## src/source/snp_cfg.svh

```systemverilog
`ifndef SNP_CFG_SVH
`define SNP_CFG_SVH

// number of cache banks that every snoop is broadcast to.
`define SNP_NUM_BANKS 4

// depth of the outstanding-snoop queue.
`define SNP_SLOTS 4

// width of a cache line address.
// The low bits pick the bank and the bits above pick the set.
`define SNP_LINE_ADDR_W 26

// width of the requester's snoop tag.
`define SNP_TAG_W 8

// sets held by each direct-mapped bank.
`define SNP_SETS 8

`endif

```

## src/source/snp_pkg.sv

```systemverilog
`default_nettype none
`include "snp_cfg.svh"

package snp_pkg;

    typedef logic [`SNP_LINE_ADDR_W-1:0] line_addr_t;
    typedef logic [`SNP_TAG_W-1:0] req_tag_t;
    typedef logic [$clog2(`SNP_SLOTS)-1:0] slot_t;
    typedef logic [$clog2(`SNP_NUM_BANKS)-1:0] bank_idx_t;

    // a snoop as it arrives from the requester.
    typedef struct packed {
        line_addr_t addr;
        req_tag_t   tag;
    } snp_req_t;

    // hit is the OR of the hits of all banks.
    typedef struct packed {
        line_addr_t addr;
        req_tag_t   tag;
        logic       hit;
    } snp_rsp_t;

    // the slot travels with the snoop so that acks can find their entry.
    typedef struct packed {
        line_addr_t addr;
        slot_t      slot;
    } snp_fwd_t;

    typedef struct packed {
        slot_t slot;
        logic  hit;
    } snp_ack_t;

endpackage

`default_nettype wire

```

## src/source/snp_forwarder.sv

```systemverilog
`timescale 1ns/1ps
`default_nettype none
`include "snp_cfg.svh"

module snp_forwarder (
    input  wire                        clk,
    input  wire                        reset,
    input  wire snp_pkg::snp_req_t     snp_req,
    input  wire                        snp_req_valid,
    output logic                       snp_req_ready,
    output snp_pkg::snp_rsp_t          snp_rsp,
    output logic                       snp_rsp_valid,
    input  wire                        snp_rsp_ready,
    output snp_pkg::snp_fwd_t          snp_fwd,
    output logic [`SNP_NUM_BANKS-1:0]  fwd_valid,
    input  wire  [`SNP_NUM_BANKS-1:0]  fwd_ready,
    input  wire snp_pkg::snp_ack_t     sel_ack,
    input  wire                        sel_valid,
    output logic                       sel_ready
);

    localparam int cnt_w = $clog2(`SNP_NUM_BANKS + 1);

    logic [cnt_w-1:0]      pending [`SNP_SLOTS];
    logic [`SNP_SLOTS-1:0] hit_flags;
    snp_pkg::slot_t        alloc_slot;
    snp_pkg::snp_req_t     stored_req;
    logic                  full, all_ready, push, ack_taken, last_ack, pop;

    // every bank takes the snoop in the same cycle or none does.
    assign all_ready = &fwd_ready;
    assign push = snp_req_valid && !full && all_ready;
    assign snp_req_ready = !full && all_ready;
    assign fwd_valid = {`SNP_NUM_BANKS{push}};
    assign snp_fwd = '{addr: snp_req.addr, slot: alloc_slot};

    // acks are only consumed when a response could leave in the same cycle.
    assign sel_ready = snp_rsp_ready;
    assign ack_taken = sel_valid && sel_ready;
    assign last_ack = pending[sel_ack.slot] == cnt_w'(1);
    assign pop = ack_taken && last_ack;

    assign snp_rsp_valid = sel_valid && last_ack;
    assign snp_rsp = '{
        addr: stored_req.addr,
        tag:  stored_req.tag,
        hit:  hit_flags[sel_ack.slot] | sel_ack.hit
    };

    snp_slot_queue slot_queue_i (
        .clk        (clk),
        .reset      (reset),
        .push       (push),
        .push_data  (snp_req),
        .alloc_slot (alloc_slot),
        .full       (full),
        .pop        (pop),
        .pop_slot   (sel_ack.slot),
        .read_slot  (sel_ack.slot),
        .read_data  (stored_req)
    );

    // a pushed slot is never the acked one, since acks name occupied slots.
    always_ff @(posedge clk) begin
        if (reset) begin
            for (int s = 0; s < `SNP_SLOTS; s++) begin
                pending[s] <= '0;
            end
            hit_flags <= '0;
        end else begin
            if (push) begin
                pending[alloc_slot] <= cnt_w'(`SNP_NUM_BANKS);
                hit_flags[alloc_slot] <= 1'b0;
            end
            if (ack_taken) begin
                pending[sel_ack.slot] <= pending[sel_ack.slot] - cnt_w'(1);
                hit_flags[sel_ack.slot] <= hit_flags[sel_ack.slot] | sel_ack.hit;
            end
        end
    end

    a_ack_has_pending: assert property (
        @(posedge clk) disable iff (reset) ack_taken |-> pending[sel_ack.slot] != '0
    );

endmodule

`default_nettype wire

```

## src/source/snp_slot_queue.sv

```systemverilog
`timescale 1ns/1ps
`default_nettype none
`include "snp_cfg.svh"

module snp_slot_queue (
    input  wire                clk,
    input  wire                reset,
    input  wire                push,
    input  wire snp_pkg::snp_req_t push_data,
    output snp_pkg::slot_t     alloc_slot,
    output logic               full,
    input  wire                pop,
    input  wire snp_pkg::slot_t pop_slot,
    input  wire snp_pkg::slot_t read_slot,
    output snp_pkg::snp_req_t  read_data
);

    logic [`SNP_SLOTS-1:0] occupied;
    snp_pkg::snp_req_t     entries [`SNP_SLOTS];

    // lowest free slot wins, so the search runs from the top down.
    always_comb begin
        alloc_slot = '0;
        for (int s = `SNP_SLOTS - 1; s >= 0; s--) begin
            if (!occupied[s]) begin
                alloc_slot = snp_pkg::slot_t'(s);
            end
        end
    end

    assign full = &occupied;
    assign read_data = entries[read_slot];

    always_ff @(posedge clk) begin
        if (reset) begin
            occupied <= '0;
        end else begin
            if (push) begin
                occupied[alloc_slot] <= 1'b1;
            end
            if (pop) begin
                occupied[pop_slot] <= 1'b0;
            end
        end
    end

    always_ff @(posedge clk) begin
        if (push) begin
            entries[alloc_slot] <= push_data;
        end
    end

    a_no_push_when_full: assert property (
        @(posedge clk) disable iff (reset) push |-> !full
    );

    a_pop_occupied: assert property (
        @(posedge clk) disable iff (reset) pop |-> occupied[pop_slot]
    );

endmodule

`default_nettype wire

```

## config.mk

```make
export PLATFORM = sky130hd
export DESIGN_NAME = snp_forwarder
export DESIGN_NICKNAME = d
export VERILOG_FILES = /design/src/source/snp_pkg.sv /design/src/source/snp_forwarder.sv /design/src/source/snp_slot_queue.sv
export VERILOG_INCLUDE_DIRS = /design/src /design/src/source
export SDC_FILE = /design/constraint.sdc
export NUM_CORES = 1
export LEC_CHECK = 0
export ABC_AREA = 1
export BUFFER_PORTS_ARGS = -buffer_cell sky130_fd_sc_hd__clkbuf_2
export CORE_MARGIN = 4
export CORE_UTILIZATION = 45
export CTS_BUF_LIST = sky130_fd_sc_hd__clkbuf_4 sky130_fd_sc_hd__clkbuf_8
export CTS_CLUSTER_SIZE = 14
export DETAILED_ROUTE_END_ITERATION = 16
export PLACE_DENSITY_LB_ADDON = 0.1
export SLEW_MARGIN = 20
export SYNTH_ARGS = -nofsm -noshare
export SYNTH_HDL_FRONTEND = slang
export SYNTH_SLANG_ARGS = --single-unit
```

## constraint.sdc

```tcl
create_clock -name clk -period 2.6 [get_ports clk]
set_input_delay 0.52 -clock clk [delete_from_list [all_inputs] [get_ports clk]]
set_output_delay 0.52 -clock clk [all_outputs]
set_load 0.03 [all_outputs]
```

==> results.json <==
{
  "fmax_achieved_ghz": 0.415,
  "floorplan_core_area_um2": 13500,
  "buffer_ports.inserted": 115,
  "post-layout-total-power_mw": 5.22,
  "critical_path.endpoint_type": "output pin",
  "final_max_slew_viol_count": 0,
  "first_pass_grt_wire_length_um": 20400,
  "p_per_area_nw_per_um2": 708,
  "place.gp.congestion": 0.844,
  "synth_top_area_cell": "edfxtp_1",
  "detail_route.first_pass.iterations": 5,
  "worstSetupStartpoint": "sel_ack[1]",
  "overall_global_routing_resource_usage_pct": 16.7,
  "route.detailed.wl_per_inst_um": 17.4,
  "detailedPlace.worstSlack_ns": 0.138,
  "post_synth_instance_area_um2": 6290,
  "cap_viol_max_count": 0,
  "clock_skew_ns": 0.0106,
  "dp_hpwl_um": 8370,
  "yosys_warnings": 0,
  "cts_tree": "built",
  "vias_per_cell": 5.10,
  "ff_latch_area_um2": 4600,
  "antenna_violating_nets_post_route": 0,
  "synth_largest_type_area_fraction_pct": 70.6,
  "mappedNetlistNets": 506,
  "floorplan.die.height_um": 126,
  "ctsHtreeMaxLevel": 4,
  "postSynthRegisterBits": 156,
  "clock_tree_buf_depth": 2,
  "synthesis.area_per_instance_um2": 13.7,
  "drive_gt1_share_pct": 31.7,
  "root_cell_of_the_clock_tree": "clkbuf_8",
  "path_cells": "clkbuf_2 -> nor2_4 -> buf_4 -> nand2_1 -> nand2_1 -> nor2_4 -> nand2_1 -> nor2_1 -> clkbuf_2",
  "timing.setup.critical_path_class": "input pin to output pin",
  "min_path_type": "input pin to flip-flop",
  "post-place-cells": 719,
  "clk_pin_slew_worst_paths_ns": 0.08,
  "worstPathArrival_ns": 1.89,
  "tritoncts_num_sinks": 156,
  "transition_time_of_the_tightest_slew_check_pin_ns": 0.383,
  "ir_drop_v": 0.000427,
  "effective_utilization_at_floorplan_pct": 46.8,
  "setup_viol_count_final": 0,
  "cts_hold_buffers": 0,
  "critical-path-max-stage-delay_ns": 0.38,
  "num_rows": 42,
  "final_hold_viol_count": 0,
  "syn2layout_area_growth_pct": 17.1,
  "kind_of_cell_adding_the_most_delay_to_the_critical_path": "buffers and inverters",
  "via_count": 3828,
  "grt_setup_unrepaired": "false",
  "antenna_found_initial": 0,
  "leakage_component_of_the_power_nw": 2.85,
  "worst-path-buf-inv": 3,
  "crit_path_frequent_cell": "nand2_1",
  "critical_path.slowest_cell": "buf_4",
  "postLayoutCoreUtil_pct": 54.8,
  "ys_top_cells_by_area": "edfxtp_1 71%, a22oi_1 7.2%, nand2_1 5.4%",
  "hold_slack_ns": 0.299,
  "tritoncts.num_buffers": 17,
  "setup_slack_ns": 0.190,
  "post_synth_num_cell_types": 26,
  "startpoint_of_the_lowest_slack_register_to_register_path": "slot_queue_i.occupied[1]$_SDFF_PP0_",
  "final_nets": 610,
  "max_slew_margin_pct": 74.5,
  "die_area_um2": 15900,
  "pin_count_of_the_biggest_net_entering_global_routing": 36,
  "outcome": "complete, no violations",
  "num-fill-cells": 1147,
  "required_ns": 2.08,
  "synthesized_instance_count": 458,
  "worst_hold_startpoint": "snp_req[7]",
  "global_route_total_overflow": 0,
  "die_width_um": 126,
  "synth_seq_area_share_pct": 73.2,
  "timing.final.crit_share_pct": 92.7,
  "grt_pass1_vias": 3854,
  "worstSkewPairLatency_ns": 0.43,
  "insertedDiodeCount": 0,
  "layout.cells.non_filler": 750,
  "route.detailed.drc": 0,
  "routed_wire_length_um": 13100,
  "start_kind": "input pin",
  "initialDrtViolationCount": 257,
  "crit_path_max_fanout": 27,
  "time_the_worst_path_needs_with_i_o_delays_and_setup_ns": 2.41,
  "ios": 116,
  "multi_input_area_um2": 1290
}
-- stage by stage --
| step | TNS, ns | area, um2 |
|---|---|---|
| 6_report | 0 | 7370 |
| 5_1_grt | 0 | 7370 |
| 4_1_cts | 0 | 7360 |
| 3_5_place_dp | 0 | 6920 |
| 3_3_place_gp | 0 | 6920 |
| 2_1_floorplan | -12.63 | 6290 |
-- timing repair --
item / CTS / global route
setup buffers: 0 / 0
endpoints found under the setup margin: 0 / 1
resized for setup: 0 / 2
-- layout by cell type, fill, tap and decap left out, drive strengths merged, types with 3 or more instances in the layout --
master    netlist  final
nand3          27     27
edfxtp        148    148
a22oi          61     61
nor2           38     38
clkinv          0      3
clkbuf          0    134
clkinvlp        0      4
buf            46     16
bufinv          0      5
inv            25     25
nand2          91     91
dfxtp           8      8
a21oi           6      6
-- worst paths after layout --
check | end | slack [ns] | cells after the start
max | snp_rsp_valid | 0.19 | 9
min | slot_queue_i.entries[2][7]$_DFFE_PP_ | 0.30 | 1
max reg2reg | slot_queue_i.entries[2][30]$_DFFE_PP_ | 0.86 | 5
min reg2reg | hit_flags[1]$_SDFF_PP0_ | 0.48 | 2
-- per-layer routing --
metal,wire (um),GRT usage [%],part of all wire [%]
met1,5840,21.7,45
met2,6340,27.2,49
met3,729,5.00,5.6
met4,144,5.17,1.1
met5,0,0,0
-- area by class of cell --
class                      count  area share (%)
tap                          176            2.99
timing repair buffer         131            9.78
sequential                   156            62.5
clock buffer                  19            3.38
multi-input combinational    231            17.5
clock inverter                12            2.67
inverter                      25            1.27
-- cell families (layout without fill, tap and decap cells) --
kind of cell	Yosys count	in the layout	synth area share, %
flip-flops	156	156	73.2
AO/OA/AOI/OAI	71	71	8.61
buffers and inverters	71	187	7.12
AND/OR/NAND/NOR	158	158	10.7
adder cells (fa/ha/maj)	2	2	0.398
-- where the power goes --
group          switching, mW  total (mW)  internal, mW  leakage, nW
sequential           0.00698        2.77          2.76         1.41
combinational          0.322       0.449         0.127         1.23
clock                  0.845        2.00          1.15        0.210
total                   1.17        5.22          4.04         2.85
-- flip-flops by register name (all words and copies together) (netlist names) --
signal,cells
slot_queue_i.entries,136
pending,12
hit_flags,4
slot_queue_i.occupied,4
-- cell usage after synthesis --
master      n
nand3_4     1
ha_1        2
a21oi_1     5
a22oi_4     1
nand3_2     1
inv_2       3
dfxtp_1     8
a22oi_1    60
a31o_2      1
buf_6       5
nand4_2     1
a31oi_1     1
inv_1      22
nand3_1    25
nand4_1     1
o21ai_0     1
nor2_4      1
buf_2       4
buf_4      37
edfxtp_1  148
nor2_2      3
nand2_1    90
a21oi_4     1
nor2_1     34
nand2_2     1
o21ai_2     1
(Power assumes the default switching activity.)
