### src/source/snp_cfg.svh
`ifndef SNP_CFG_SVH
`define SNP_CFG_SVH

// number of cache banks that every snoop is broadcast to.
`define SNP_NUM_BANKS 4

// depth of the outstanding-snoop queue.
`define SNP_SLOTS 4

// width of a cache line address.
// The low bits pick the bank and the bits above pick the set.
`define SNP_LINE_ADDR_W 26

// width of the requester's snoop tag.
`define SNP_TAG_W 8

// sets held by each direct-mapped bank.
`define SNP_SETS 8

`endif

### src/source/snp_pkg.sv
`default_nettype none
`include "snp_cfg.svh"

package snp_pkg;

    typedef logic [`SNP_LINE_ADDR_W-1:0] line_addr_t;
    typedef logic [`SNP_TAG_W-1:0] req_tag_t;
    typedef logic [$clog2(`SNP_SLOTS)-1:0] slot_t;
    typedef logic [$clog2(`SNP_NUM_BANKS)-1:0] bank_idx_t;

    // a snoop as it arrives from the requester.
    typedef struct packed {
        line_addr_t addr;
        req_tag_t   tag;
    } snp_req_t;

    // hit is the OR of the hits of all banks.
    typedef struct packed {
        line_addr_t addr;
        req_tag_t   tag;
        logic       hit;
    } snp_rsp_t;

    // the slot travels with the snoop so that acks can find their entry.
    typedef struct packed {
        line_addr_t addr;
        slot_t      slot;
    } snp_fwd_t;

    typedef struct packed {
        slot_t slot;
        logic  hit;
    } snp_ack_t;

endpackage

`default_nettype wire

### src/source/snp_bank_tags.sv
`timescale 1ns/1ps
`default_nettype none
`include "snp_cfg.svh"

module snp_bank_tags #(
    parameter int bank_id = 0
) (
    input  wire                        clk,
    input  wire                        reset,
    input  wire                        fill_valid,
    input  wire snp_pkg::line_addr_t   fill_addr,
    input  wire snp_pkg::snp_fwd_t     snp_fwd,
    input  wire                        fwd_valid,
    output logic                       fwd_ready,
    output snp_pkg::snp_ack_t          ack,
    output logic                       ack_valid,
    input  wire                        ack_ready
);

    localparam int bank_w = $clog2(`SNP_NUM_BANKS);
    localparam int set_w = $clog2(`SNP_SETS);
    localparam int utag_w = `SNP_LINE_ADDR_W - bank_w - set_w;

    logic [`SNP_SETS-1:0] line_valid;
    logic [utag_w-1:0]    line_tag [`SNP_SETS];
    logic [set_w-1:0]     fill_set, snp_set;
    logic [utag_w-1:0]    fill_utag, snp_utag;
    logic                 fill_own, snp_own, snp_hit, accept;

    assign fill_own = fill_addr[bank_w-1:0] == snp_pkg::bank_idx_t'(bank_id);
    assign fill_set = fill_addr[bank_w +: set_w];
    assign fill_utag = fill_addr[`SNP_LINE_ADDR_W-1 -: utag_w];

    assign snp_own = snp_fwd.addr[bank_w-1:0] == snp_pkg::bank_idx_t'(bank_id);
    assign snp_set = snp_fwd.addr[bank_w +: set_w];
    assign snp_utag = snp_fwd.addr[`SNP_LINE_ADDR_W-1 -: utag_w];

    // snoops for lines owned by another bank still get an ack, with hit low.
    assign snp_hit = snp_own && line_valid[snp_set] && line_tag[snp_set] == snp_utag;

    assign fwd_ready = !ack_valid;
    assign accept = fwd_valid && fwd_ready;

    // the invalidate is ordered after the fill, so it wins on a shared set.
    always_ff @(posedge clk) begin
        if (reset) begin
            line_valid <= '0;
        end else begin
            if (fill_valid && fill_own) begin
                line_valid[fill_set] <= 1'b1;
            end
            if (accept && snp_hit) begin
                line_valid[snp_set] <= 1'b0;
            end
        end
    end

    always_ff @(posedge clk) begin
        if (fill_valid && fill_own) begin
            line_tag[fill_set] <= fill_utag;
        end
    end

    always_ff @(posedge clk) begin
        if (reset) begin
            ack_valid <= 1'b0;
        end else if (accept) begin
            ack_valid <= 1'b1;
        end else if (ack_ready) begin
            ack_valid <= 1'b0;
        end
    end

    always_ff @(posedge clk) begin
        if (accept) begin
            ack <= '{slot: snp_fwd.slot, hit: snp_hit};
        end
    end

    // the forwarder only broadcasts when every bank is ready.
    a_fwd_only_when_ready: assert property (
        @(posedge clk) disable iff (reset) fwd_valid |-> fwd_ready
    );

endmodule

`default_nettype wire

### config.mk
export PLATFORM = sky130hd
export DESIGN_NAME = snp_bank_tags
export DESIGN_NICKNAME = d
export VERILOG_FILES = /design/src/source/snp_pkg.sv /design/src/source/snp_bank_tags.sv
export VERILOG_INCLUDE_DIRS = /design/src /design/src/source
export SDC_FILE = /design/constraint.sdc
export NUM_CORES = 1
export LEC_CHECK = 0
export ABC_CLOCK_PERIOD_IN_PS = 2800
export BUFFER_PORTS_ARGS = -buffer_cell sky130_fd_sc_hd__buf_2
export CAP_MARGIN = 20
export CORE_MARGIN = 2
export CORE_UTILIZATION = 50
export DETAILED_ROUTE_END_ITERATION = 10
export PLACE_DENSITY = 0.77
export SYNTH_ARGS = -nofsm -noshare
export SYNTH_HDL_FRONTEND = slang
export SYNTH_SLANG_ARGS = --single-unit
### constraint.sdc
create_clock -name clk -period 2.8 [get_ports clk]
set_input_delay 0.28 -clock clk [delete_from_list [all_inputs] [get_ports clk]]
set_output_delay 0.28 -clock clk [all_outputs]
set_load 0.02 [all_outputs]
==> results of run 1 <==
## synthesized netlist by cell type, types with 2 or more instances
master | number | area share
or3_1 | 3 | 0.0026
mux2_2 | 18 | 0.028
dfxtp_1 | 9 | 0.025
buf_4 | 2 | 0.0021
o21ai_0 | 4 | 0.0027
edfxtp_1 | 171 | 0.70
o21bai_1 | 8 | 0.0082
nor3_1 | 4 | 0.0027
a31oi_1 | 4 | 0.0034
a22oi_1 | 2 | 0.0021
a211oi_1 | 4 | 0.0041
nand2b_1 | 4 | 0.0034
xor2_1 | 5 | 0.0060
buf_2 | 11 | 0.0075
nand3_1 | 6 | 0.0041
a22o_1 | 4 | 0.0048
o22ai_1 | 8 | 0.0069
mux4_2 | 15 | 0.046
mux4_1 | 5 | 0.018
inv_1 | 2 | 0.0010
nand4_1 | 2 | 0.0017
nor2b_1 | 4 | 0.0034
nand2_1 | 10 | 0.0051
a21oi_1 | 9 | 0.0062
nor4_2 | 3 | 0.0051
mux2i_1 | 32 | 0.044
a221oi_1 | 7 | 0.0084
nor2_1 | 12 | 0.0062
o21a_1 | 2 | 0.0021
xnor2_1 | 9 | 0.011
## path summary, 6_finish.rpt
kind / end / slack (ns)
hold reg to reg: ack_valid / 0.52
setup / recovery: line_valid[1] / 0.09
hold / removal: ack[1] / 0.02
setup reg to reg: line_valid[1] / 0.09
## metrics by stage
stage	instance area (sq um)	std cells	setup slack (ns)	hold slack, ns
final	8540	690	0.0902	0.0246
after global routing	8540	690	-0.0993	0.00376
after CTS	8540	690	0.0737	0.0129
after detailed placement	7990	658	-0.0713	0.463
after global placement	7990	658	-0.0137	0.461
after floorplan	7300	400	0.300	0.358
## critical path, delay by kind of cell, from the launching register on
family,cells,cell delay [ns]
multiplexers,2,0.71
flip-flops,1,0.38
XOR/XNOR,1,0.22
AND/OR/NAND/NOR,3,1.14
AO/OA/AOI/OAI,1,0.14
## cell type report
cell class / count / area, sq um / area share
multi-input combinational: 201 / 1890 / 0.221
timing repair buffer: 90 / 543 / 0.0636
tap: 184 / 230 / 0.0269
clock buffer: 17 / 425 / 0.0498
inverter: 3 / 11.3 / 0.00132
clock inverter: 15 / 133 / 0.0155
sequential: 180 / 5320 / 0.622
## state kept, by name (all words and copies together), names as in the netlist
signal and flops:
line_tag 168, line_valid 8, ack 3, ack_valid 1
## cell families (layout without fill, tap and decap cells)
| logic type | count (synthesis) | count (layout) | share of synthesized area |
|---|---|---|---|
| mux | 70 | 70 | 0.136 |
| flops | 180 | 180 | 0.728 |
| compound gates | 58 | 58 | 0.0555 |
| buf+inv | 19 | 125 | 0.0175 |
| simple gates | 59 | 59 | 0.0466 |
| xor+xnor | 14 | 14 | 0.0168 |
## routing by layer
metal | GRT usage | vias to the layer above
li1 | - | 1813
met1 | 0.263 | 2023
met2 | 0.333 | 159
met3 | 0.0524 | 26
met4 | 0.0634 | 0
met5 | 0 | -
## cells in the final DEF (no fill, tap or decap), drive strengths merged, types with 3 or more instances in the layout
cell type  count
a31oi          4
dfxtp          9
nand4          3
a221oi         7
o21ai          4
mux4          20
nor2b          4
or3            3
o21bai         8
xnor2          9
mux2i         32
mux2          18
clkinvlp       3
a21oi          9
nand2         10
nor2          12
clkbuf        17
nand2b         4
a22o           4
nor3           4
xor2           5
buf           90
edfxtp       171
clkinv         7
inv            7
a211oi         4
nor4           4
nand3          6
o22ai          8
## power by group through the flow
stage | Combinational (mW) | Sequential (mW) | Clock, mW
2_1_floorplan | 0.208 | 3.05 | 0
3_3_place_gp | 0.349 | 3.04 | 0
3_5_place_dp | 0.360 | 3.05 | 0
4_1_cts | 0.362 | 2.99 | 2.25
5_1_grt | 0.392 | 2.99 | 2.35
6_report | 0.362 | 2.99 | 2.22
## timing repair
action                                  4_1_cts  5_1_grt
endpoints found under the hold margin         0        0
setup buffers                                 0        0
hold buffers                                  0        0
endpoints found under the setup margin        0        8
==> results.md, run 1 <==
* Worst-Margin Slew at between 0.5 and 0.6 ns
* Number of CTS-inserted buffers at 17
* Area of the die at between 0.015 and 0.02 sq mm
* Critical path start-end classification: reg -> reg
* # clock sinks at 180
* Max Slew Vio Count at 0
* Final Hold Viols at 0
* Total nets after synthesis at roughly 460
* Ys flop type: edfxtp_1
* Crit path launch type: flop
* Depth of the worst register-to-register path at 7
* Max Clock Skew at around 0.009 ns
* Overall fraction of global-route tracks in use at 0.201
* Critical hold path startpoint: snp_fwd[0]
* Minimum clock period after layout at 2.71 ns
* Final-layout setup total negative slack at 0 ns
* Synth-to-Final Area Change at 17.0%
* DRT Pass-1 Iters at 4
* Total vias in the final route at between 4000 and 5000
* Post-synth EDFFs at between 150 and 200
* Async set or reset register ratio after synthesis at 0
* Starting density of the core at 0.506
* Sum of met2 wire segment lengths after detailed routing at about 7500 um
* Class of the most critical hold timing path: in -> reg
* PortBufs at 63
* Cell type of the slowest stage on the worst timing path: or4_4
* Later-pin clock latency in the skew report at 0.44 ns
* Final-stage net count at 552
* Sw Share at 0.216
* Crit path capture type: flop
* CTS tree: yes
* Cell-internal power at ~4.4 mW
* Post-route clock period utilization at 0.968
* Logic pwr share at 0.065
* CTS H-tree depth at 4
* Routed wl met3 at just over 1000 um
* Hold path cells at 1
* Count of filler cells inserted in the layout at 1057
* Layout cell share with drive strength beyond 1 at 0.332
* Count of mapped cells out of synthesis at 400
* Cell Area, Synth at between 0.007 and 0.008 sq mm
* Source of the critical timing path: line_tag[5][8]
* Sum of overflow across all layers after global routing at 0
* Remaining antenna violation count after routing at 0
* Global-route wire length before repair at 23000 um
* Critical register-to-register path startpoint: line_tag[5][8]
* Number of top-level design ports at 64
* Run status: finished clean
* Routed wire length at 14800 um
* Final setup violation count at 0
* Tightest slew margin relative to the limit at 0.662
* Part of the Yosys area used for sequential elements at 0.728
* Met1 WL at approximately 6000 um
* Mean area per synthesized cell at between 15 and 20 sq um
* Distinct cell type count of the synthesized netlist at a little over 50
* HPWL after detailed placement at 9180 um
* Number of antenna violations at the first check in global routing at 0
* Peak clock frequency supported by timing at 0.369 GHz
* DRC Markers at 0
* Bufs on Longest Clock Path at 2
* Clock root buffer master: clkbuf_16
* Static leakage at between 2 and 3 nW
* Overall Power at ~5.6 mW
* Peak supply drop at roughly 0.46 mV
* Cell-by-cell listing of the critical path: mux4_1, mux2i_1, xor2_1, nand3_1, or4_4, nor4_2, a21oi_1
* Die height at between 100 and 150 um
* Seq pwr share at 0.536
* Row Count at 44
* Via/cell ratio at 5.83
* Number of flip-flops and latches in the synthesized netlist at 180
* Clock power share at 0.399
* PwrDens at ~650 mW/mm^2
* Initial DRC count at ~400
* RSZ-0062 raised after global routing: true
* Pin count of the biggest net entering global routing at 34
* Cts repair resizes at 0
* Final estimated routing congestion in global placement at between 0.8 and 0.9
* Clock-pin slew on the worst setup and hold paths at 0.06 ns
* Net switching power at between 1 and 1.5 mW
* Delay contributed by the slowest stage of the critical path at approximately 0.56 ns
* Maxcap violations at 0
* Utilization after layout at 0.592
* Core Footprint at around 0.014 sq mm
* Number of synthesis warnings at 0
* Max Used Layer: met4
* WP data required at a little over 3 ns
* Arrival time reported for the critical path endpoint at roughly 3 ns
* Vias in the first global route at a little over 4000
* Ant diodes at 0
* Die boundary width at approximately 120 um
* Largest driver fanout on the critical path at 4
* Routed length per instance at around 21 um
Note: power is estimated with default switching activity, not from simulation.
==> inputs of run 2 (changes only) <==
--- a/config.mk
+++ b/config.mk
@@ -6,13 +6,14 @@
 export SDC_FILE = /design/constraint.sdc
 export NUM_CORES = 1
 export LEC_CHECK = 0
+export ABC_AREA = 1
 export ABC_CLOCK_PERIOD_IN_PS = 2800
 export BUFFER_PORTS_ARGS = -buffer_cell sky130_fd_sc_hd__buf_2
 export CAP_MARGIN = 20
 export CORE_MARGIN = 2
 export CORE_UTILIZATION = 50
 export DETAILED_ROUTE_END_ITERATION = 10
-export PLACE_DENSITY = 0.77
+export PLACE_DENSITY = 0.76
 export SYNTH_ARGS = -nofsm -noshare
 export SYNTH_HDL_FRONTEND = slang
 export SYNTH_SLANG_ARGS = --single-unit
==> run 2 against run 1 <==
Against the previous run:
- synthesized cell count grew 120%
- design area is 8.3% higher
- fmax rose by 26%
- critical path depth up 4
- first-iteration DRC count unchanged
- die area grew 12%
- total power increased by 0.29%
- register-to-register slack improved by 0.88 ns
- clock power about the same
- hold slack better by 0.011 ns
- largest cell class unchanged
==> results.md, run 2 <==
* Crit path capture type: flop
* Post-route clock period utilization at 0.766
* Sum of met2 wire segment lengths after detailed routing at roughly 8000 um
* Pin count of the biggest net entering global routing at 50
* Sum of overflow across all layers after global routing at 0
* Initial DRC count at about 400
* Global-route wire length before repair at 27500 um
* Final estimated routing congestion in global placement at 0.857
* Core Footprint at about 0.016 sq mm
* Mean area per synthesized cell at 9.48 sq um
* Number of flip-flops and latches in the synthesized netlist at 180
* Reg-to-reg setup timing slack at between 0.9 and 1 ns
* Area of the die at between 0.015 and 0.02 sq mm
* Number of antenna violations at the first check in global routing at 0
* Class of the most critical hold timing path: in -> reg
* Final-layout setup total negative slack at 0 ns
* Placed cell areas at approximately 0.0087 sq mm
* Part of the Yosys area used for sequential elements at 0.650
* Distinct cell type count of the synthesized netlist at 30
* Max Used Layer: met4
* Logic pwr share at 0.070
* Largest driver fanout on the critical path at 19
* Max Slew Vio Count at 0
* Final-stage net count at slightly below 1000
* WP data required at 3.01 ns
* Cell-internal power at around 4.4 mW
* Bufs on Longest Clock Path at 2
* Peak clock frequency supported by timing at approximately 0.47 GHz
* # clock sinks at 180
* Via/cell ratio at between 4 and 5
* CTS H-tree depth at 4
* Static leakage at roughly 4.2 nW
* Final Hold Viols at 0
* Ant diodes at 0
* Peak supply drop at 0.390 mV
* Sw Share at 0.214
* Share of synthesized cell area in and, or, nand and nor gates at 0.243
* Seq pwr share at 0.535
* Critical hold path startpoint: snp_fwd[1]
* Area of all placed cells without fillers at between 0.009 and 0.01 sq mm
* Adder and majority cell fraction of the synthesized area at 0
* Number of top-level design ports at 64
* Number of flip-flops under the largest register name at between 150 and 200
* Routed wire length at between 15000 and 20000 um
* PortBufs at 63
* Most area-hungry cell type in the Yosys netlist: edfxtp_1
* Ys flop type: edfxtp_1
* Vias in the first global route at between 5000 and 6000
* Net switching power at around 1.2 mW
* CTS tree: yes
* Source of the critical timing path: snp_fwd[5]
* Die height at 132 um
* Run status: finished clean
* Critical path start-end classification: in -> reg
* HPWL after detailed placement at 10500 um
* RSZ-0062 raised after global routing: false
* Count of mapped cells out of synthesis at 862
* Register containing the most flip-flops in the final layout: line_tag
* Hold path cells at 1
* Clock root buffer master: clkbuf_16
* Max Clock Skew at around 0.007 ns
* DRC Markers at 0
* Top library cells by usage in the layout, fill and taps aside: 313 x nand2_1, 171 x edfxtp_1, 151 x inv_1
* DRT Pass-1 Iters at 5
* Minimum clock period after layout at 2.15 ns
* Remaining antenna violation count after routing at 0
* Quantity of hold-fixing buffers added after cts at 0
* Async set or reset register ratio after synthesis at 0
* Final setup violation count at 0
* Number of CTS-inserted buffers at 17
* Routed length per instance at ~14 um
* Yosys top cell area share at 0.628
* Post-synth EDFFs at about 170
* Routed wl met3 at approximately 940 um
* Top area cells in the synthesized netlist: edfxtp_1 63%, nand2_1 14%, inv_1 6.9%
* Clock-pin slew on the worst setup and hold paths at 0.06 ns
* Layout cell share with drive strength beyond 1 at 0.128
* Arrival time reported for the critical path endpoint at around 2.4 ns
* Post-CTS setup buffers at 0
* Tightest slew margin relative to the limit at 0.648
* Clock power share at 0.395
* Multi-input combinational cell area at approximately 0.0021 sq mm
* Total vias in the final route at approximately 5700
* Endpoint of the worst hold-timing path: ack[2]
* Most common library cell in the layout ignoring fill and taps: nand2_1
* Compound-gate portion of the synthesized area at 0.0119
* Most instantiated library cell after synthesis: nand2_1
* Crit path launch type: input port
* R2R Path End: ack[0]
* Sequential cell area at 0.00532 sq mm
* Total nets after synthesis at 921
* Synthesized-area fraction occupied by xor and xnor cells at 0.00214
* Post-synthesis mux area share at 0
* Count of filler cells inserted in the layout at about 1300
* Top Registers: line_tag: 168 flops, line_valid: 8 flops, ack: 3 flops
* Worst-Margin Slew at 0.529 ns
* Depth of the worst register-to-register path at 11
* Die boundary width at about 130 um
* Met1 WL at around 7000 um
* Overall fraction of global-route tracks in use at 0.206
* Synth-to-Final Area Change at 13.3%
* Critical register-to-register path startpoint: line_tag[5][4]
* Starting density of the core at 0.513
* Row Count at between 40 and 50
* PwrDens at just over 600 mW/mm^2
* Later-pin clock latency in the skew report at roughly 0.42 ns
* Maxcap violations at 0
* Number of synthesis warnings at 0
* Dominant combinational cell family by area after synthesis: simple AND/OR/NAND/NOR gates
* Cell Area, Synth at around 0.0082 sq mm
* Cts repair resizes at 0
* Top cells by count, synth: 313 x nand2_1, 171 x edfxtp_1, 151 x inv_1, 75 x nor2_1, 65 x nand3_1
[run 2: worst max-delay path, stage by stage]
cell	delay, ns
buf_2	0.38
inv_2	0.22
nor2_4	0.40
nand3_1	0.14
nand2_1	0.13
o21ai_0	0.10
nand2_1	0.09
nand2_1	0.07
nor2_1	0.08
nand2_1	0.10
nor4_1	0.35
[run 2: how the worst max path moves through the flow]
| stage | end |
|---|---|
| after floorplan | line_tag[1][0] |
| after global placement | line_valid[1] |
| after detailed placement | ack[0] |
| after CTS | ack[0] |
| after global routing | line_valid[6] |
| final | ack[0] |
[run 2: kinds of logic (layout without fill, tap and decap cells)]
family	Yosys count	count (layout)
AO/OA/AOI/OAI	16	16
XOR/XNOR	2	2
buffers and inverters	183	262
flip-flops	180	180
AND/OR/NAND/NOR	481	481
[run 2: layout make-up]
| cell class | instances | share of cell area |
|---|---|---|
| Multi-Input combinational cell | 499 | 0.229 |
| Clock buffer | 18 | 0.0464 |
| Clock inverter | 12 | 0.0126 |
| Tap cell | 216 | 0.0292 |
| Sequential cell | 180 | 0.574 |
| Timing Repair Buffer | 77 | 0.0454 |
| Inverter | 155 | 0.0631 |
[run 2: through the flow]
step / worst slack (ns) / std cells / total power, mW / hold slack, ns / utilization
CTS: 0.700 / 1157 / 5.62 / 0.0203 / 0.581
floorplan: 0.892 / 862 / 3.29 / 0.379 / -
detailed placement: 0.273 / 1127 / 3.44 / 0.458 / 0.546
global placement: 0.318 / 1127 / 3.43 / 0.457 / 0.546
global route: 0.442 / 1157 / 5.80 / 0.0194 / 0.581
finish: 0.655 / 1157 / 5.59 / 0.0352 / 0.581
[run 2: power groups by stage]
stage | registers [mW] | clock network (mW) | logic, mW
floorplan | 3.05 | 0 | 0.244
global placement | 3.04 | 0 | 0.384
detailed placement | 3.05 | 0 | 0.392
CTS | 2.99 | 2.24 | 0.395
global route | 2.99 | 2.36 | 0.450
finish | 2.99 | 2.21 | 0.394
[run 2: layer usage]
metal / global-route usage / vias to the layer above
li1: - / 2845
met1: 0.259 / 2606
met2: 0.343 / 174
met3: 0.0450 / 32
met4: 0.0954 / 0
met5: 0 / -
==> inputs of run 3 (changes only) <==
--- a/config.mk
+++ b/config.mk
@@ -6,14 +6,14 @@
 export SDC_FILE = /design/constraint.sdc
 export NUM_CORES = 1
 export LEC_CHECK = 0
-export ABC_AREA = 1
-export ABC_CLOCK_PERIOD_IN_PS = 2800
+export ABC_AREA = 0
+export ABC_CLOCK_PERIOD_IN_PS = 1800
 export BUFFER_PORTS_ARGS = -buffer_cell sky130_fd_sc_hd__buf_2
 export CAP_MARGIN = 20
 export CORE_MARGIN = 2
 export CORE_UTILIZATION = 50
 export DETAILED_ROUTE_END_ITERATION = 10
-export PLACE_DENSITY = 0.76
+export PLACE_DENSITY = 0.79
 export SYNTH_ARGS = -nofsm -noshare
 export SYNTH_HDL_FRONTEND = slang
 export SYNTH_SLANG_ARGS = --single-unit
==> constraint.sdc (replaced) <==
create_clock -name clk -period 1.8 [get_ports clk]
set_input_delay 0.18 -clock clk [delete_from_list [all_inputs] [get_ports clk]]
set_output_delay 0.18 -clock clk [all_outputs]
set_load 0.02 [all_outputs]
==> run 3 against run 2 <==
Against the previous run:
- the flow now finishes with violations (negative setup slack)
- clock power rose by 65%
- via count decreased by 26%
- highest routed layer unchanged
- critical endpoint is now line_valid[0]
- flip-flop and latch count did not move
- largest power group unchanged
- critical path type is now reg -> reg
- sequential share of layout area grew 2.3 points
==> results.md, run 3 (same netlist as run 1, synthesis figures left out) <==
* Tightest slew margin relative to the limit at 0.643
* Global-route wire length before repair at 24600 um
* Post-Place Setup Slack at -0.956 ns
* Routed wire length at between 15000 and 20000 um
* Starting density of the core at 0.506
* Arrival time reported for the critical path endpoint at about 2.8 ns
* Overall fraction of global-route tracks in use at 0.214
* Post-route clock period utilization at 1.38
* Via/cell ratio at 5.82
* PortBufs at 63
* Setup ws final at -0.688 ns
* Maxcap violations at 0
* Total vias in the final route at a little over 4000
* Sum of overflow across all layers after global routing at 0
* Number of CTS-inserted buffers at 17
* Register containing the most flip-flops in the final layout: line_tag
* PwrDens at approximately 1000 mW/mm^2
* Die boundary width at roughly 120 um
* Class of the most critical hold timing path: in -> reg
* Violations in the final reports: negative setup slack
* WP data required at 2.10 ns
* Peak clock frequency supported by timing at roughly 0.4 GHz
* Layout cell share with drive strength beyond 1 at 0.365
* Clock-pin slew on the worst setup and hold paths at 0.06 ns
* Overall Power at about 9 mW
* Minimum clock period after layout at between 2 and 2.5 ns
* Top Registers: line_tag: 168 flops, line_valid: 8 flops, ack: 3 flops
* Crit path launch type: flop
* Row Count at 44
* CTS H-tree depth at 4
* Critical path start-end classification: reg -> reg
* DRC Markers at 0
* Number of top-level design ports at between 60 and 70
* Die height at around 120 um
* # clock sinks at 180
* HPWL after detailed placement at 10200 um
* Clock root buffer master: clkbuf_16
* Run status: finished, violations left
* Number of flip-flops under the largest register name at about 170
* Routed length per instance at roughly 22 um
* Finished Layout Cells at 714
* Largest driver fanout on the critical path at 4
* Core Footprint at between 0.01 and 0.015 sq mm
* Vias in the first global route at about 4300
* Bufs on Longest Clock Path at 2
* CTS tree: yes
* Utilization after layout at 0.617
* Static leakage at about 3.2 nW
* Final setup violation count at 9
* Final Hold Viols at 0
* Remaining antenna violation count after routing at 0
* Min Hold Slack at around 0.022 ns
* Later-pin clock latency in the skew report at around 0.43 ns
* Worst-Margin Slew at 0.535 ns
* RSZ-0062 raised after global routing: true
* Count of filler cells inserted in the layout at 1020
* Initial DRC count at 446
* DRT Pass-1 Iters at 5
* Number of placed cells counting well taps at slightly below 700
* Synth-to-Final Area Change at 21.9%
* Most common library cell in the layout ignoring fill and taps: edfxtp_1
* Pin count of the biggest net entering global routing at 29
* Peak supply drop at about 0.75 mV
* Max Slew Vio Count at 0
* Final estimated routing congestion in global placement at ~0.83
* Number of antenna violations at the first check in global routing at 1
* Crit path capture type: flop
* Top library cells by usage in the layout, fill and taps aside: 171 x edfxtp_1, 63 x buf_2, 39 x buf_4
* Final-stage net count at about 580
* Area of the die at approximately 0.016 sq mm
* Max Clock Skew at between 0.008 and 0.009 ns
[run 3: cell types whose count changed in the layout (fill, tap and decap cells not counted), moves of 9 or more]
cell / previous run / this run
nand2_1: 313 / 10
nand3_1: 65 / 6
buf_4: 14 / 39
nor2_1: 67 / 6
nand4_1: 11 / 2
inv_1: 151 / 2
mux2_2: 0 / 17
mux2i_1: 0 / 29
mux4_2: 0 / 17
[run 3: layout make-up]
class,count,area (sq um),share of cell area
diodes,1,2.50,0.000281
clock buffers,21,440,0.0495
clock inverters,11,135,0.0152
repair buffers,113,798,0.0897
multi-input cells,201,1970,0.221
well taps,184,230,0.0259
inverters,3,11.3,0.00127
flip-flops and latches,180,5320,0.597
[run 3: timing repair]
item | CTS | global route
endpoints found under the hold margin | 3 | 0
buffers inserted | 1 | 1
setup endpoints to repair | 9 | 9
gates resized for setup | 3 | 7
hold buffers | 3 | 0
pin swaps | 7 | 8
[run 3: layer usage]
layer | GRT usage | vias up | wire (um)
met3 | 0.0473 | 27 | 767
met2 | 0.365 | 150 | 8250
met1 | 0.271 | 2110 | 6640
met4 | 0.0778 | 0 | 305
li1 | - | 1871 | -
met5 | 0 | - | 0
[run 3: where the power goes]
part,leakage [nW],total (mW),switching [mW],internal (mW)
registers,1.62,4.65,0.0153,4.63
clock network,0.274,3.64,1.47,2.16
logic,1.27,0.628,0.338,0.289
[run 3: path summary, 6_finish.rpt]
check	startpoint	endpoint	slack (ns)	cells past startpoint
worst max register to register	line_tag[1][8]	line_valid[0]	-0.69	8
worst min register to register	line_valid[3]	line_valid[3]	0.53	2
worst min-delay path	fill_addr[19]	line_tag[3][14]	0.02	1
worst max-delay path	line_tag[1][8]	line_valid[0]	-0.69	8
[run 3: critical path: stages (launching register included)]
cell and delay, ns:
edfxtp_1 0.39, mux4_2 0.49, mux2i_2 0.18, xor2_1 0.23, nand3_1 0.10, or4_4 0.47, buf_12 0.15, nor4_4 0.22
a21oi_1 0.13
[run 3: through the flow]
stage / instance area, sq um / TNS (ns)
5_1_grt: 8900 / -6.41
2_1_floorplan: 7400 / -5.08
3_3_place_gp: 8230 / -7.57
3_5_place_dp: 8230 / -8.24
4_1_cts: 8850 / -5.92
6_report: 8900 / -5.58
